File: config.mk
export PLATFORM = sky130hd
export DESIGN_NAME = link_train_top
export DESIGN_NICKNAME = d
export VERILOG_FILES = /design/src/source/lt_pkg.sv /design/src/source/link_train_fsm.sv /design/src/source/link_train_top.sv /design/src/source/os_counter.sv /design/src/source/speed_negotiator.sv
export SDC_FILE = /design/constraint.sdc
export NUM_CORES = 1
export LEC_CHECK = 0
export CORE_UTILIZATION = 62
export DETAILED_ROUTE_END_ITERATION = 10
export DONT_BUFFER_PORTS = 1
export PLACE_DENSITY = 0.78
export SLEW_MARGIN = 20
export SYNTH_ARGS = -nofsm -noshare
export SYNTH_HDL_FRONTEND = slang
export SYNTH_SLANG_ARGS = --single-unit
File: constraint.sdc
create_clock -name fsm_clk -period 2.8 [get_ports fsm_clk]
set_clock_uncertainty 0.15 [all_clocks]
set_input_delay 0.56 -clock fsm_clk [delete_from_list [all_inputs] [get_ports fsm_clk]]
set_output_delay 0.56 -clock fsm_clk [all_outputs]
set_load 0.02 [all_outputs]
File: src/source/lt_pkg.sv
// shared codes, widths and count targets for the lane link-training control; import where needed
package lt_pkg;

  ////////////////////////////////////////
  // generations
  localparam int GEN_W = 2;
  localparam logic [GEN_W-1:0] GEN4 = 2'd0;
  localparam logic [GEN_W-1:0] GEN3 = 2'd1;
  localparam logic [GEN_W-1:0] GEN2 = 2'd2;

  ////////////////////////////////////////
  // link-training states
  localparam int STATE_W = 4;
  localparam logic [STATE_W-1:0] DISABLED              = 4'd0;
  localparam logic [STATE_W-1:0] CLD_CABLE_PROP        = 4'd1;
  localparam logic [STATE_W-1:0] CLD_DET_DEVICE        = 4'd2;
  localparam logic [STATE_W-1:0] CLD_PARAMETERS_1      = 4'd3;  // AT request and response
  localparam logic [STATE_W-1:0] CLD_PARAMETERS_2      = 4'd4;  // waiting for our AT reply to go
  localparam logic [STATE_W-1:0] CLD_CLK_SWITCH        = 4'd5;
  localparam logic [STATE_W-1:0] TRAINING_GEN4_TS1     = 4'd6;
  localparam logic [STATE_W-1:0] TRAINING_GEN4_TS2     = 4'd7;
  localparam logic [STATE_W-1:0] TRAINING_GEN4_TS3     = 4'd8;
  localparam logic [STATE_W-1:0] TRAINING_GEN4_TS4     = 4'd9;
  localparam logic [STATE_W-1:0] TRAINING_GEN2_3_SLOS1 = 4'd10;
  localparam logic [STATE_W-1:0] TRAINING_GEN2_3_SLOS2 = 4'd11;
  localparam logic [STATE_W-1:0] TRAINING_GEN2_3_TS1   = 4'd12;
  localparam logic [STATE_W-1:0] TRAINING_GEN2_3_TS2   = 4'd13;
  localparam logic [STATE_W-1:0] CL0                   = 4'd14;

  ////////////////////////////////////////
  // ordered-set codes on d_sel and the lane inputs
  localparam int OS_W = 4;
  localparam logic [OS_W-1:0] OS_SLOS1  = 4'd0;
  localparam logic [OS_W-1:0] OS_SLOS2  = 4'd1;
  localparam logic [OS_W-1:0] OS_TS1_G3 = 4'd2;
  localparam logic [OS_W-1:0] OS_TS2_G3 = 4'd3;
  localparam logic [OS_W-1:0] OS_TS1_G4 = 4'd4;
  localparam logic [OS_W-1:0] OS_TS2_G4 = 4'd5;
  localparam logic [OS_W-1:0] OS_TS3_G4 = 4'd6;
  localparam logic [OS_W-1:0] OS_TS4_G4 = 4'd7;
  localparam logic [OS_W-1:0] OS_DATA   = 4'd8;  // transport layer data
  localparam logic [OS_W-1:0] OS_ZEROS  = 4'd9;  // idle lanes

  ////////////////////////////////////////
  // per-step count targets
  localparam int CNT_W = 6;
  localparam int REC_W = 2;
  localparam logic [CNT_W-1:0] SENT_G4     = 6'd16;
  localparam logic [CNT_W-1:0] SENT_SLOS   = 6'd2;
  localparam logic [CNT_W-1:0] SENT_TS1_G2 = 6'd32;
  localparam logic [CNT_W-1:0] SENT_TS1_G3 = 6'd16;
  localparam logic [CNT_W-1:0] SENT_TS2_G2 = 6'd16;
  localparam logic [CNT_W-1:0] SENT_TS2_G3 = 6'd8;
  localparam logic [REC_W-1:0] REC_G4      = 2'd1;
  localparam logic [REC_W-1:0] REC_G23     = 2'd2;

  // cable-properties word and AT payload decode
  localparam logic [7:0] USB4_ID = 8'h40;
  localparam int CABLE_G4_BIT   = 21;
  localparam int CABLE_G3_BIT   = 20;
  localparam int PAYLOAD_G4_BIT = 18;
  localparam int PAYLOAD_G3_BIT = 13;

  // sideband transaction select
  localparam int TRANS_W = 3;
  localparam logic [TRANS_W-1:0] TRANS_AT_REQ = 3'd2;

endpackage

File: src/source/link_train_fsm.sv
// link-training state machine with step targets, lane select, status flags and the AT request
`timescale 1ns/1ps

module link_train_fsm
  import lt_pkg::*;
#(
  parameter int SENT_CNT_W = CNT_W
)
(
  input  logic                  fsm_clk,
  input  logic                  reset_n,
  input  logic                  lane_disable_i,
  input  logic                  disconnect_sbrx_i,   // far side asks for disconnect
  input  logic                  tdisabled_min_i,
  input  logic                  ttraining_error_timeout_i,
  input  logic                  tgen4_ts1_timeout_i,
  input  logic                  tgen4_ts2_timeout_i,
  input  logic                  new_sym_i,
  input  logic                  t_valid_i,           // AT response received
  input  logic                  trans_error_i,
  input  logic                  trans_sent_i,
  input  logic                  sync_busy_i,
  input  logic                  is_usb4_i,
  input  logic [GEN_W-1:0]      gen_speed_i,
  input  logic                  step_done_i,
  output logic                  probe_o,
  output logic                  capture_o,
  output logic                  clear_o,
  output logic                  count_en_o,
  output logic [OS_W-1:0]       os_code_o,
  output logic [SENT_CNT_W-1:0] sent_target_o,
  output logic [REC_W-1:0]      rec_target_o,
  output logic [OS_W-1:0]       d_sel_o,
  output logic                  fsm_disabled_o,
  output logic                  fsm_training_o,
  output logic                  ts1_gen4_s_o,
  output logic                  ts2_gen4_s_o,
  output logic [TRANS_W-1:0]    trans_sel_o,
  output logic                  disconnect_sbtx_o
);

  logic [STATE_W-1:0] cs;
  logic [STATE_W-1:0] ns;
  logic               in_training;
  logic               at_req_pend;
  logic               at_req_done;

  assign in_training = (cs >= TRAINING_GEN4_TS1) && (cs <= TRAINING_GEN2_3_TS2);

  always_ff @(posedge fsm_clk or negedge reset_n)
  begin
    if (!reset_n)
      cs <= DISABLED;
    else
      cs <= ns;
  end

  ////////////////////////////////////////
  // next state
  always_comb
  begin
    ns = cs;
    case (cs)
      DISABLED:
        if (tdisabled_min_i)
          ns = CLD_CABLE_PROP;  // minimum disabled time passed
      CLD_CABLE_PROP:
        if (is_usb4_i)
          ns = CLD_DET_DEVICE;
      CLD_DET_DEVICE:
        if (!disconnect_sbrx_i)
          ns = CLD_PARAMETERS_1;
      CLD_PARAMETERS_1:
        if (t_valid_i && !trans_error_i)
          ns = CLD_PARAMETERS_2;
      CLD_PARAMETERS_2:
        if (trans_sent_i)
          ns = CLD_CLK_SWITCH;
      CLD_CLK_SWITCH:
        if (new_sym_i)
          ns = (gen_speed_i == GEN4) ? TRAINING_GEN4_TS1 : TRAINING_GEN2_3_SLOS1;
      TRAINING_GEN4_TS1:
        if (tgen4_ts1_timeout_i)
          ns = CLD_PARAMETERS_1;
        else if (step_done_i)
          ns = TRAINING_GEN4_TS2;
      TRAINING_GEN4_TS2:
        if (tgen4_ts2_timeout_i)
          ns = CLD_PARAMETERS_1;
        else if (step_done_i)
          ns = TRAINING_GEN4_TS3;
      TRAINING_GEN4_TS3:
        if (step_done_i)
          ns = TRAINING_GEN4_TS4;
      TRAINING_GEN4_TS4:
        if (step_done_i && new_sym_i)
          ns = CL0;
      TRAINING_GEN2_3_SLOS1:
        if (step_done_i)
          ns = TRAINING_GEN2_3_SLOS2;
      TRAINING_GEN2_3_SLOS2:
        if (step_done_i)
          ns = TRAINING_GEN2_3_TS1;
      TRAINING_GEN2_3_TS1:
        if (step_done_i)
          ns = TRAINING_GEN2_3_TS2;
      TRAINING_GEN2_3_TS2:
        if (step_done_i && new_sym_i)
          ns = CL0;
      CL0:
        ns = CL0;
      default:
        ns = DISABLED;
    endcase

    // faults, lowest priority first
    if (in_training && ttraining_error_timeout_i)
      ns = CLD_PARAMETERS_1;
    if (cs >= CLD_PARAMETERS_1 && disconnect_sbrx_i)
      ns = CLD_DET_DEVICE;
    if (lane_disable_i)
      ns = DISABLED;
  end

  ////////////////////////////////////////
  // step targets
  always_comb
  begin
    os_code_o     = OS_ZEROS;
    sent_target_o = '0;
    rec_target_o  = REC_G23;
    case (cs)
      TRAINING_GEN4_TS1,
      TRAINING_GEN4_TS2,
      TRAINING_GEN4_TS3,
      TRAINING_GEN4_TS4:
      begin
        os_code_o     = OS_TS1_G4 + OS_W'(cs - TRAINING_GEN4_TS1);  // TS1..TS4 in order
        sent_target_o = SENT_CNT_W'(SENT_G4);
        rec_target_o  = REC_G4;
      end
      TRAINING_GEN2_3_SLOS1,
      TRAINING_GEN2_3_SLOS2:
      begin
        os_code_o     = (cs == TRAINING_GEN2_3_SLOS1) ? OS_SLOS1 : OS_SLOS2;
        sent_target_o = SENT_CNT_W'(SENT_SLOS);
      end
      TRAINING_GEN2_3_TS1:
      begin
        os_code_o     = OS_TS1_G3;
        sent_target_o = (gen_speed_i == GEN2) ? SENT_CNT_W'(SENT_TS1_G2) :
                                                SENT_CNT_W'(SENT_TS1_G3);
      end
      TRAINING_GEN2_3_TS2:
      begin
        os_code_o     = OS_TS2_G3;
        sent_target_o = (gen_speed_i == GEN2) ? SENT_CNT_W'(SENT_TS2_G2) :
                                                SENT_CNT_W'(SENT_TS2_G3);
      end
      default:
        os_code_o = OS_ZEROS;
    endcase
  end

  assign probe_o    = (cs == CLD_CABLE_PROP);
  assign capture_o  = (cs == CLD_PARAMETERS_1);
  assign clear_o    = (cs == DISABLED);
  assign count_en_o = in_training && (ns == cs);  // counters restart on every step change

  ////////////////////////////////////////
  // lane select and status
  always_ff @(posedge fsm_clk or negedge reset_n)
  begin
    if (!reset_n)
    begin
      d_sel_o        <= OS_ZEROS;
      fsm_disabled_o <= 1'b1;
      fsm_training_o <= 1'b0;
      ts1_gen4_s_o   <= 1'b0;
      ts2_gen4_s_o   <= 1'b0;
    end
    else
    begin
      fsm_disabled_o <= (cs == DISABLED);
      fsm_training_o <= in_training;
      ts1_gen4_s_o   <= (cs == TRAINING_GEN4_TS1);
      ts2_gen4_s_o   <= (cs == TRAINING_GEN4_TS2);
      if (cs == CL0 || (in_training && ns == CL0))
        d_sel_o <= OS_DATA;
      else if (in_training)
        d_sel_o <= os_code_o;  // sets go back to back
      else
        d_sel_o <= OS_ZEROS;
    end
  end

  ////////////////////////////////////////
  // AT parameter request
  always_ff @(posedge fsm_clk or negedge reset_n)
  begin
    if (!reset_n)
    begin
      at_req_pend       <= 1'b0;
      at_req_done       <= 1'b0;
      trans_sel_o       <= '0;
      disconnect_sbtx_o <= 1'b1;
    end
    else
    begin
      at_req_pend <= (cs == CLD_PARAMETERS_1);
      if (cs != CLD_PARAMETERS_1)
        at_req_done <= 1'b0;
      else if (trans_sel_o == TRANS_AT_REQ)
        at_req_done <= 1'b1;  // request taken by the sideband

      if (cs == DISABLED || cs == CLD_CABLE_PROP)
      begin
        disconnect_sbtx_o <= 1'b1;  // zeros on sbtx
        trans_sel_o       <= '0;
      end
      else
      begin
        disconnect_sbtx_o <= 1'b0;
        if ((at_req_pend && !at_req_done) || (capture_o && trans_error_i))
        begin
          if (!sync_busy_i)
            trans_sel_o <= TRANS_AT_REQ;
        end
        else
          trans_sel_o <= '0;
      end
    end
  end

endmodule

File: src/source/link_train_top.sv
// lane adapter link-training top level; sets the parameters and joins negotiation, counting and FSM
`timescale 1ns/1ps

module link_train_top
  import lt_pkg::*;
#(
  parameter logic [7:0] CABLE_PROP_ADDR = 8'd18,
  parameter int         SENT_CNT_W      = CNT_W
)
(
  input  logic               fsm_clk,
  input  logic               reset_n,
  input  logic               lane_disable_i,
  input  logic               disconnect_sbrx_i,
  input  logic               tdisabled_min_i,
  input  logic               ttraining_error_timeout_i,
  input  logic               tgen4_ts1_timeout_i,
  input  logic               tgen4_ts2_timeout_i,
  input  logic               new_sym_i,
  input  logic               t_valid_i,
  input  logic               trans_error_i,
  input  logic               trans_sent_i,
  input  logic               sync_busy_i,
  input  logic               os_sent_i,
  input  logic [OS_W-1:0]    os_in_l0_i,
  input  logic [OS_W-1:0]    os_in_l1_i,
  input  logic [23:0]        payload_i,
  input  logic [31:0]        c_data_i,
  output logic [TRANS_W-1:0] trans_sel_o,
  output logic               disconnect_sbtx_o,
  output logic               fsm_disabled_o,
  output logic               fsm_training_o,
  output logic               ts1_gen4_s_o,
  output logic               ts2_gen4_s_o,
  output logic [OS_W-1:0]    d_sel_o,
  output logic [GEN_W-1:0]   gen_speed_o,
  output logic [7:0]         c_address_o,
  output logic               c_read_o
);

  logic                  probe;
  logic                  capture;
  logic                  clear;
  logic                  count_en;
  logic                  is_usb4;
  logic                  step_done;
  logic [OS_W-1:0]       os_code;
  logic [SENT_CNT_W-1:0] sent_target;
  logic [REC_W-1:0]      rec_target;

  speed_negotiator #(
    .CABLE_PROP_ADDR (CABLE_PROP_ADDR)
  ) i_speed_negotiator (
    .fsm_clk     (fsm_clk),
    .reset_n     (reset_n),
    .probe_i     (probe),
    .capture_i   (capture),
    .clear_i     (clear),
    .c_data_i    (c_data_i),
    .payload_i   (payload_i),
    .c_address_o (c_address_o),
    .c_read_o    (c_read_o),
    .is_usb4_o   (is_usb4),
    .gen_speed_o (gen_speed_o)
  );

  os_counter #(
    .SENT_CNT_W (SENT_CNT_W)
  ) i_os_counter (
    .fsm_clk       (fsm_clk),
    .reset_n       (reset_n),
    .count_en_i    (count_en),
    .os_code_i     (os_code),
    .sent_target_i (sent_target),
    .rec_target_i  (rec_target),
    .os_sent_i     (os_sent_i),
    .os_in_l0_i    (os_in_l0_i),
    .os_in_l1_i    (os_in_l1_i),
    .step_done_o   (step_done)
  );

  link_train_fsm #(
    .SENT_CNT_W (SENT_CNT_W)
  ) i_link_train_fsm (
    .fsm_clk                   (fsm_clk),
    .reset_n                   (reset_n),
    .lane_disable_i            (lane_disable_i),
    .disconnect_sbrx_i         (disconnect_sbrx_i),
    .tdisabled_min_i           (tdisabled_min_i),
    .ttraining_error_timeout_i (ttraining_error_timeout_i),
    .tgen4_ts1_timeout_i       (tgen4_ts1_timeout_i),
    .tgen4_ts2_timeout_i       (tgen4_ts2_timeout_i),
    .new_sym_i                 (new_sym_i),
    .t_valid_i                 (t_valid_i),
    .trans_error_i             (trans_error_i),
    .trans_sent_i              (trans_sent_i),
    .sync_busy_i               (sync_busy_i),
    .is_usb4_i                 (is_usb4),
    .gen_speed_i               (gen_speed_o),
    .step_done_i               (step_done),
    .probe_o                   (probe),
    .capture_o                 (capture),
    .clear_o                   (clear),
    .count_en_o                (count_en),
    .os_code_o                 (os_code),
    .sent_target_o             (sent_target),
    .rec_target_o              (rec_target),
    .d_sel_o                   (d_sel_o),
    .fsm_disabled_o            (fsm_disabled_o),
    .fsm_training_o            (fsm_training_o),
    .ts1_gen4_s_o              (ts1_gen4_s_o),
    .ts2_gen4_s_o              (ts2_gen4_s_o),
    .trans_sel_o               (trans_sel_o),
    .disconnect_sbtx_o         (disconnect_sbtx_o)
  );

endmodule

File: src/source/os_counter.sv
// counts sent and received ordered sets of one training step and flags when its targets are met
`timescale 1ns/1ps

module os_counter
  import lt_pkg::*;
#(
  parameter int SENT_CNT_W = CNT_W
)
(
  input  logic                  fsm_clk,
  input  logic                  reset_n,
  input  logic                  count_en_i,     // low clears all counters
  input  logic [OS_W-1:0]       os_code_i,      // set expected in this step
  input  logic [SENT_CNT_W-1:0] sent_target_i,
  input  logic [REC_W-1:0]      rec_target_i,
  input  logic                  os_sent_i,      // one pulse per set sent
  input  logic [OS_W-1:0]       os_in_l0_i,
  input  logic [OS_W-1:0]       os_in_l1_i,
  output logic                  step_done_o
);

  logic [SENT_CNT_W-1:0]   sent_cnt;
  logic [1:0][OS_W-1:0]    lane_code;
  logic [1:0]              lane_done;

  assign lane_code = {os_in_l1_i, os_in_l0_i};

  always_ff @(posedge fsm_clk or negedge reset_n)
  begin
    if (!reset_n)
      sent_cnt <= '0;
    else if (!count_en_i)
      sent_cnt <= '0;
    else if (os_sent_i && sent_cnt != sent_target_i)
      sent_cnt <= sent_cnt + 1'b1;  // saturates at target
  end

  ////////////////////////////////////////
  // one receive counter per lane
  for (genvar l = 0; l < 2; l++)
  begin : g_lane
    logic [REC_W-1:0] rec_cnt;

    always_ff @(posedge fsm_clk or negedge reset_n)
    begin
      if (!reset_n)
        rec_cnt <= '0;
      else if (!count_en_i)
        rec_cnt <= '0;
      else if (lane_code[l] == os_code_i && rec_cnt != rec_target_i)
        rec_cnt <= rec_cnt + 1'b1;
    end

    assign lane_done[l] = (rec_cnt == rec_target_i);
  end

  assign step_done_o = (sent_cnt == sent_target_i) && (&lane_done);

endmodule

File: src/source/speed_negotiator.sv
// reads the cable properties once per probe and resolves the link generation with the far adapter
`timescale 1ns/1ps

module speed_negotiator
  import lt_pkg::*;
#(
  parameter logic [7:0] CABLE_PROP_ADDR = 8'd18
)
(
  input  logic             fsm_clk,
  input  logic             reset_n,
  input  logic             probe_i,      // high while probing the cable
  input  logic             capture_i,    // high during the parameter exchange
  input  logic             clear_i,      // high while disabled
  input  logic [31:0]      c_data_i,
  input  logic [23:0]      payload_i,    // AT response payload
  output logic [7:0]       c_address_o,
  output logic             c_read_o,
  output logic             is_usb4_o,
  output logic [GEN_W-1:0] gen_speed_o
);

  logic             probe_q;
  logic             capture_q;
  logic [GEN_W-1:0] cable_gen;
  logic [GEN_W-1:0] far_gen;
  logic [GEN_W-1:0] lowest_gen;

  ////////////////////////////////////////
  // configuration space read
  always_ff @(posedge fsm_clk or negedge reset_n)
  begin
    if (!reset_n)
    begin
      probe_q     <= 1'b0;
      c_read_o    <= 1'b0;
      c_address_o <= 8'h00;
    end
    else
    begin
      probe_q     <= probe_i;
      c_read_o    <= probe_i && !probe_q;  // one read per probe
      c_address_o <= probe_i ? CABLE_PROP_ADDR : 8'h00;
    end
  end

  ////////////////////////////////////////
  // cable and far adapter generations
  always_ff @(posedge fsm_clk or negedge reset_n)
  begin
    if (!reset_n)
    begin
      is_usb4_o <= 1'b0;
      cable_gen <= GEN4;
      far_gen   <= GEN4;
      capture_q <= 1'b0;
    end
    else
    begin
      capture_q <= capture_i;
      if (clear_i)
      begin
        is_usb4_o <= 1'b0;
        cable_gen <= GEN4;
        far_gen   <= GEN4;
      end
      else
      begin
        if (probe_i)
        begin
          is_usb4_o <= (c_data_i[7:0] == USB4_ID);
          cable_gen <= c_data_i[CABLE_G4_BIT] ? GEN4 :
                       c_data_i[CABLE_G3_BIT] ? GEN3 : GEN2;
        end
        if (capture_i)
          far_gen <= payload_i[PAYLOAD_G4_BIT] ? GEN4 :
                     payload_i[PAYLOAD_G3_BIT] ? GEN3 : GEN2;
      end
    end
  end

  // the slower side sets the pace
  always_comb
  begin
    if (cable_gen == GEN2 || far_gen == GEN2)
      lowest_gen = GEN2;
    else if (cable_gen == GEN3 || far_gen == GEN3)
      lowest_gen = GEN3;
    else
      lowest_gen = GEN4;
  end

  always_ff @(posedge fsm_clk or negedge reset_n)
  begin
    if (!reset_n)
      gen_speed_o <= GEN4;
    else if (clear_i || probe_i)
      gen_speed_o <= GEN4;
    else if (capture_q)
      gen_speed_o <= lowest_gen;  // trails the last capture by one cycle
  end

endmodule

Word level (Yosys, flattened, before mapping) --
Index checks and enable logic that the tools add are counted.
Storage, ports and cells: bits of input ports 78, register bits after elaboration 45, output and inout bits 23
Cells by class: add/subtract/negate cells 5, reduce and logical (&&, ||, !) cells 32, multiplexer cells 55, equal/unequal tests 36, order comparisons 3
Operator list (count):
- $mux W4 | 21
- $pmux W4 S14 | 1
- $eq A4 B4 Y1 const B | 8
- $mux W2 | 16
- $pmux W6 S4 | 1
- $mux W6 | 3
- $eq A4 B3 Y1 const B | 4
- $pmux W4 S4 | 1
- $logic_and A1 B1 Y1 | 14
- $eq A4 B4 Y1 | 3
- $mux W5 | 2
- $mux W3 | 3
- $eq A4 B2 Y1 const B | 2
- $eq A8 B7 Y1 const B | 1
- $reduce_bool A2 Y1 | 4
- $mux W1 | 7
- $add A6 B1 Y6 const B | 1
- $eq A2 B2 Y1 const B | 3
- $eq A6 B6 Y1 | 1
- $ne A2 B2 Y1 const B | 3
- $ne A6 B6 Y1 | 1
- $logic_or A1 B1 Y1 | 5
- $add A2 B1 Y2 const B | 2
- $add A3 B4 Y4 const A | 1
- 17 further kinds | 23

Logic depth before layout (Yosys ltp) --
depth in word-level cells 16, gate-level depth with buffers 11, mapped depth without buffers 10

Hierarchy --
Synthesis repeated with hierarchy kept, for this count alone.
Unflattened totals: cells, all modules 279, area, all modules 2538.7 µm²
Modules (own cells, without submodules):
- link_train_fsm | seq. area each 405.4 µm², instances 1, cells each 150, area an instance 1301.2 µm²
- os_counter | seq. area each 250.2 µm², instances 1, cells each 81, area an instance 744.5 µm²
- speed_negotiator | seq. area each 250.2 µm², instances 1, cells each 48, area an instance 493.0 µm²

Worst setup path before layout --
OpenSTA, ideal clock, no wires.
kind reg-to-reg, start register i_os_counter.sent_cnt[4], end register i_os_counter.g_lane[0].rec_cnt[1], path slack 298 ps, setup time 136 ps, stages on the path, launching flop included 10, data arrival time 2216 ps, required time 2514 ps, cells stage by stage dfrtp_1 -> buf_4 -> nor4bb_1 -> o21ai_0 -> a211o_1 -> a31oi_4 -> a31oi_1 -> o41a_4 -> a2bb2oi_4 -> nor3_1
On the way: word-level cells in the longest chain between the ends 11, elaborated cells between the ends (all ways) 20, classes of those cells eq/ne: 3; mux: 14; reduce/logical: 3
Ends and longest elaborated chain:
- start: declaration | line os_counter.sv:22 | logic [SENT_CNT_W-1:0] sent_cnt;
- start signal: assignment | line os_counter.sv:35 | sent_cnt <= sent_cnt + 1'b1;
- $eq A6 B6 Y1 * | line os_counter.sv:57 | assign step_done_o = (sent_cnt == sent_target_i) && (&lane_done);
- $logic_and A1 B1 Y1 * | line os_counter.sv:57
- $mux W4, or another cell as far along | line link_train_fsm.sv:90 | else if (step_done_i)
- $mux W4 (on tied branches)
- $pmux W4 S14 * | line link_train_fsm.sv:63 | case (cs)
- $mux W4 * | line link_train_fsm.sv:117 | if (in_training && ttraining_error_timeout_i)
- $mux W4 * | line link_train_fsm.sv:119 | if (cs >= CLD_PARAMETERS_1 && disconnect_sbrx_i)
- $mux W4 * | line link_train_fsm.sv:121 | if (lane_disable_i)
- via i_link_train_fsm.ns[2] | line link_train_fsm.sv:43 | logic [STATE_W-1:0] ns;
- $eq A4 B4 Y1 * | line link_train_fsm.sv:168 | assign count_en_o = in_training && (ns == cs);
- $logic_and A1 B1 Y1 * | line link_train_fsm.sv:168
- $ne A2 B2 Y1 (no line) / $mux W2 (equally long branches)
- end signal: assignment | line os_counter.sv:51 | rec_cnt <= rec_cnt + 1'b1;
- end: declaration | line os_counter.sv:42 | logic [REC_W-1:0] rec_cnt;
The timed path passes the listed nets; every way through them passes the cells marked *. A chain may end at the register's enable or synchronous reset.

Worst setup path in the final report --
start register i_link_train_fsm.cs[3], end register i_os_counter.g_lane[1].rec_cnt[1]
On the way: word-level cells in the longest chain between the ends 15, elaborated cells between the ends (all ways) 62, classes of those cells add/sub: 2; order compare: 3; eq/ne: 21; mux: 24; reduce/logical: 12
Ends and longest elaborated chain:
- start: declaration | line link_train_fsm.sv:42 | logic [STATE_W-1:0] cs;
- start signal: assignment | line link_train_fsm.sv:55 | cs <= ns;
- parallel branches: the longest is 10 deep, another holds $pmux W4 S14
- $mux W4 * | line link_train_fsm.sv:119
- $mux W4 * | line link_train_fsm.sv:121
- via i_link_train_fsm.ns[2] | line link_train_fsm.sv:43
- $eq A4 B4 Y1 * | line link_train_fsm.sv:168
- $logic_and A1 B1 Y1 * | line link_train_fsm.sv:168
- $ne A2 B2 Y1 (no line) / $mux W2 (equally long branches)
- end signal: assignment | line os_counter.sv:51
- end: declaration | line os_counter.sv:42
Mark *: on every way through the listed nets, which the timed path passes.

==> results.sh <==
export IMPL_synth_area_mux_share_pct=2.919
export IMPL_crit_buf_inv=1
export IMPL_grt_max_degree=36
export IMPL_clock_path_buffers=2
export IMPL_postSynthAreaPerCell_um2=8.456
export IMPL_grt_pass1_vias=2092
export IMPL_nNetsFinal=392
export IMPL_slowest_delay_ns=0.50
export IMPL_synth_most_common_cell="nor2_1"
export IMPL_status="finished, final reports clean"
export IMPL_cp_data_arrival_time_ns=2.73
export IMPL_grt_pass1_wl_um=10140
export IMPL_synthArstFlopShare_pct=100.0
export IMPL_yosys_area_share_simple_pct=24.71
export IMPL_yosysSeqAreaShare_pct=35.43
export IMPL_rsz0062_at_grt="yes"
export IMPL_io_pins=101
export IMPL_ys_seq_elements=35
export IMPL_cts_root_buffer_cell="clkbuf_8"
export IMPL_die_area_mm2=0.004267
export IMPL_detail_route_wl_per_cell_um=17.17
export IMPL_period_share_pct=96.69
export IMPL_finalSetupViolations=0
export IMPL_ys_top_cells_by_count="33 x nor2_1, 31 x dfrtp_1, 22 x nand2_1, 20 x o21ai_0, 15 x nor3_1"
export IMPL_yosys_area_top_type_share_pct=31.20
export IMPL_antenna_found_initial=0
export IMPL_route_antenna_remaining_nets=0
export IMPL_syn_area_mm2=0.002486
export IMPL_cp_end_kind="register"
export IMPL_setup_worst_path_start_class="register"
export IMPL_avgViaCountPerCell=6.299
export IMPL_hold_worst_slack_ns=0.2106
export IMPL_reg2reg_from="i_link_train_fsm.cs[3]$_DFF_PN0_"
export IMPL_synth_compound_area_share_pct=23.20
export IMPL_clkTransAtPathRegs_ns=0.07
export IMPL_yosysUniqueCellTypes=61
export IMPL_holdCritStartpoint="c_data_i[21]"
export IMPL_die_y_um=65.33
export IMPL_dpl_hpwl_um=4421
export IMPL_cts_tree="done"
export IMPL_synth_flop_cell="dfrtp_1"
export IMPL_fin_ws_ns=0.09274
export IMPL_io_buffers=0
export IMPL_grt_usage_pct=31.52
export IMPL_cp_slowest_cell="o41a_4"
export IMPL_h_tree_depth=2
export IMPL_required_ns=2.82
export IMPL_synthXorXnorAreaFrac_pct=5.284
export IMPL_yosys_warnings=0
export IMPL_synth_fa_ha_area_share_pct=1.007
export IMPL_synth_area_leaders="dfrtp_1 31%, nor2_1 5.0%, dfstp_2 4.2%"
export IMPL_coreArea_mm2=0.003744
export IMPL_period_minus_slack_ns=2.707
export IMPL_die_x_um=65.33
export IMPL_drt_drc_violations_left=0
export IMPL_min_path_type="primary input to register"
export IMPL_multi_input_area_mm2=0.001476
export IMPL_synth_cells=294
export IMPL_synth_edf_count=0
export IMPL_power_density_mw_per_mm2=341.1
export IMPL_syn2layout_area_growth_pct=12.98
export IMPL_max_freq_mhz=369.4
export IMPL_synth_largest_area_cell="dfrtp_1"
export IMPL_fillers=291
export IMPL_gp_congestion=0.9321
export IMPL_cap_violations=0
export IMPL_ir_drop_v=0.0002538
export IMPL_synth_top_family_by_area="simple AND/OR/NAND/NOR gates"
export IMPL_drt_iter0_drc=300
export IMPL_drive_gt1_share_pct=17.25
export IMPL_grt_overflow=0
export IMPL_place_ws_ns=0.01613
export IMPL_worstPathMaxFanout=10
export IMPL_cts_sinks=35
export IMPL_vias=2274
export IMPL_drtPass1Iterations=4
export IMPL_num_rows=22
export IMPL_initial_core_util_pct=66.41
export IMPL_hold_viol_final=0
export IMPL_critPathKind="register to register"
export IMPL_seqCellArea_um2=885.9
export IMPL_p_leak_nw=1.209
export IMPL_clock_latency_ns=0.29
export IMPL_wl_um=6197
export IMPL_cp_top_family="compound AO/OA/AOI/OAI gates"
export IMPL_cts_buffers_inserted=5
export IMPL_n_antenna_cell=0
export IMPL_worstSetupStartpoint="i_link_train_fsm.cs[3]$_DFF_PN0_"
export IMPL_slew_violations=0
export IMPL_crit_chain="nor4bb_1, o21ai_0, a211o_1, a31oi_4, a31oi_1, o41a_4, a2bb2oi_4, buf_12, nor3_1"
==> worst register-to-register path: stages, from the launching register on <==
cell and delay, ns:
dfrtp_2 0.47, nor4bb_1 0.28, o21ai_0 0.13, a211o_1 0.31, a31oi_4 0.26, a31oi_1 0.14
o41a_4 0.50, a2bb2oi_4 0.16, buf_12 0.14, nor3_1 0.05
==> layout make-up <==
class	instances	share of cell area, %
clock buffers	8	2.851
inverters	11	1.604
multi-input cells	230	52.56
flip-flops and latches	35	31.54
well taps	48	2.138
repair buffers	29	9.310
==> report_power, final <==
part	internal (mW)	leakage, nW	switching (mW)
combinational	0.0298	0.706	0.0528
sequential	0.512	0.464	0.0101
clock	0.177	0.0395	0.177
total	0.718	1.21	0.240
==> kinds of logic after synthesis <==
kind of cell	count (synthesis)
adders and majority gates	2
muxes	7
buffers and inverters	36
other	1
and+or+nand+nor	119
AOI/OAI and AO/OA	79
DFF	35
xor gates and xnor gates	15
==> routing by layer <==
layer,vias up,routed length [um],track usage [%],part of all wire (%)
li1,1090,-,-,-
met1,1067,2599,40.55,42
met2,108,3061,50.90,49
met3,9,442,6.771,7.1
met4,0,93,13.32,1.5
met5,-,0,0,0
==> stage by stage <==
| stage | total power, mW | instances | setup TNS (ns) | instance area [um^2] | utilization, % |
|---|---|---|---|---|---|
| after global placement | 0.5977 | 349 | 0 | 2645 | 70.66 |
| after global routing | 0.9923 | 361 | -0.4413 | 2809 | 75.03 |
| final | 0.9582 | 361 | 0 | 2809 | 75.03 |
| after CTS | 0.9671 | 359 | 0 | 2755 | 73.60 |
| after detailed placement | 0.5994 | 349 | 0 | 2645 | 70.66 |
| after floorplan | 0.5929 | 301 | 0 | 2512 | - |
==> worst paths after layout <==
kind	to	slack [ns]	depth (start not counted)
setup / recovery	i_os_counter.g_lane[1].rec_cnt[1]$_DFFE_PN0P_	0.09	9
hold / removal	i_speed_negotiator.cable_gen[1]$_DFFE_PN0N_	0.21	1
setup reg to reg	i_os_counter.g_lane[1].rec_cnt[1]$_DFFE_PN0P_	0.09	9
hold reg to reg	i_link_train_fsm.at_req_done$_DFFE_PN0P_	0.35	2
max in group asynchronous	i_link_train_fsm.disconnect_sbtx_o$_DFF_PN1_	1.66	2
min in group asynchronous	i_link_train_fsm.fsm_training_o$_DFF_PN0_	0.58	2
==> flip-flops by register name (all words and copies together) (netlist names) <==
register	flops
i_link_train_fsm.disconnect_sbtx_o	1
i_speed_negotiator.is_usb4_o	1
i_link_train_fsm.trans_sel_o	1
i_link_train_fsm.fsm_disabled_o	1
i_speed_negotiator.gen_speed_o	2
i_link_train_fsm.d_sel_o	4
i_speed_negotiator.c_read_o	1
i_speed_negotiator.far_gen	2
i_link_train_fsm.ts1_gen4_s_o	1
i_speed_negotiator.cable_gen	2
i_os_counter.g_lane.rec_cnt	4
i_speed_negotiator.c_address_o	1
i_link_train_fsm.fsm_training_o	1
i_link_train_fsm.cs	4
i_link_train_fsm.ts2_gen4_s_o	1
i_link_train_fsm.at_req_done	1
i_os_counter.sent_cnt	6
i_link_train_fsm.at_req_pend	1
==> what timing repair did <==
action,in CTS,in global routing
endpoints found under the setup margin,1,14
resized for setup,0,11
pin swaps,1,0
endpoints found under the hold margin,35,0
setup buffers,0,2
hold buffers,2,0
==> layout by cell type (no fill, tap or decap), types with 3 or more instances in the layout <==
cell,Yosys,layout
a211o_1,3,3
a21o_1,4,4
a21oi_1,13,13
a31oi_1,4,3
and3_1,3,3
buf_12,0,3
buf_4,12,24
clkbuf_1,11,3
clkbuf_8,0,5
conb_1,1,8
dfrtp_1,31,27
dfrtp_2,0,4
dfstp_2,4,4
inv_1,11,10
mux2i_1,5,5
nand2_1,22,22
nand2b_1,9,9
nand3_1,8,7
nand4_1,6,6
nor2_1,33,33
nor2b_1,4,4
nor3_1,15,15
o21a_1,3,3
o21ai_0,20,20
o31ai_1,5,5
xnor2_1,6,6
xor2_1,9,9
(Power assumes the default switching activity.)
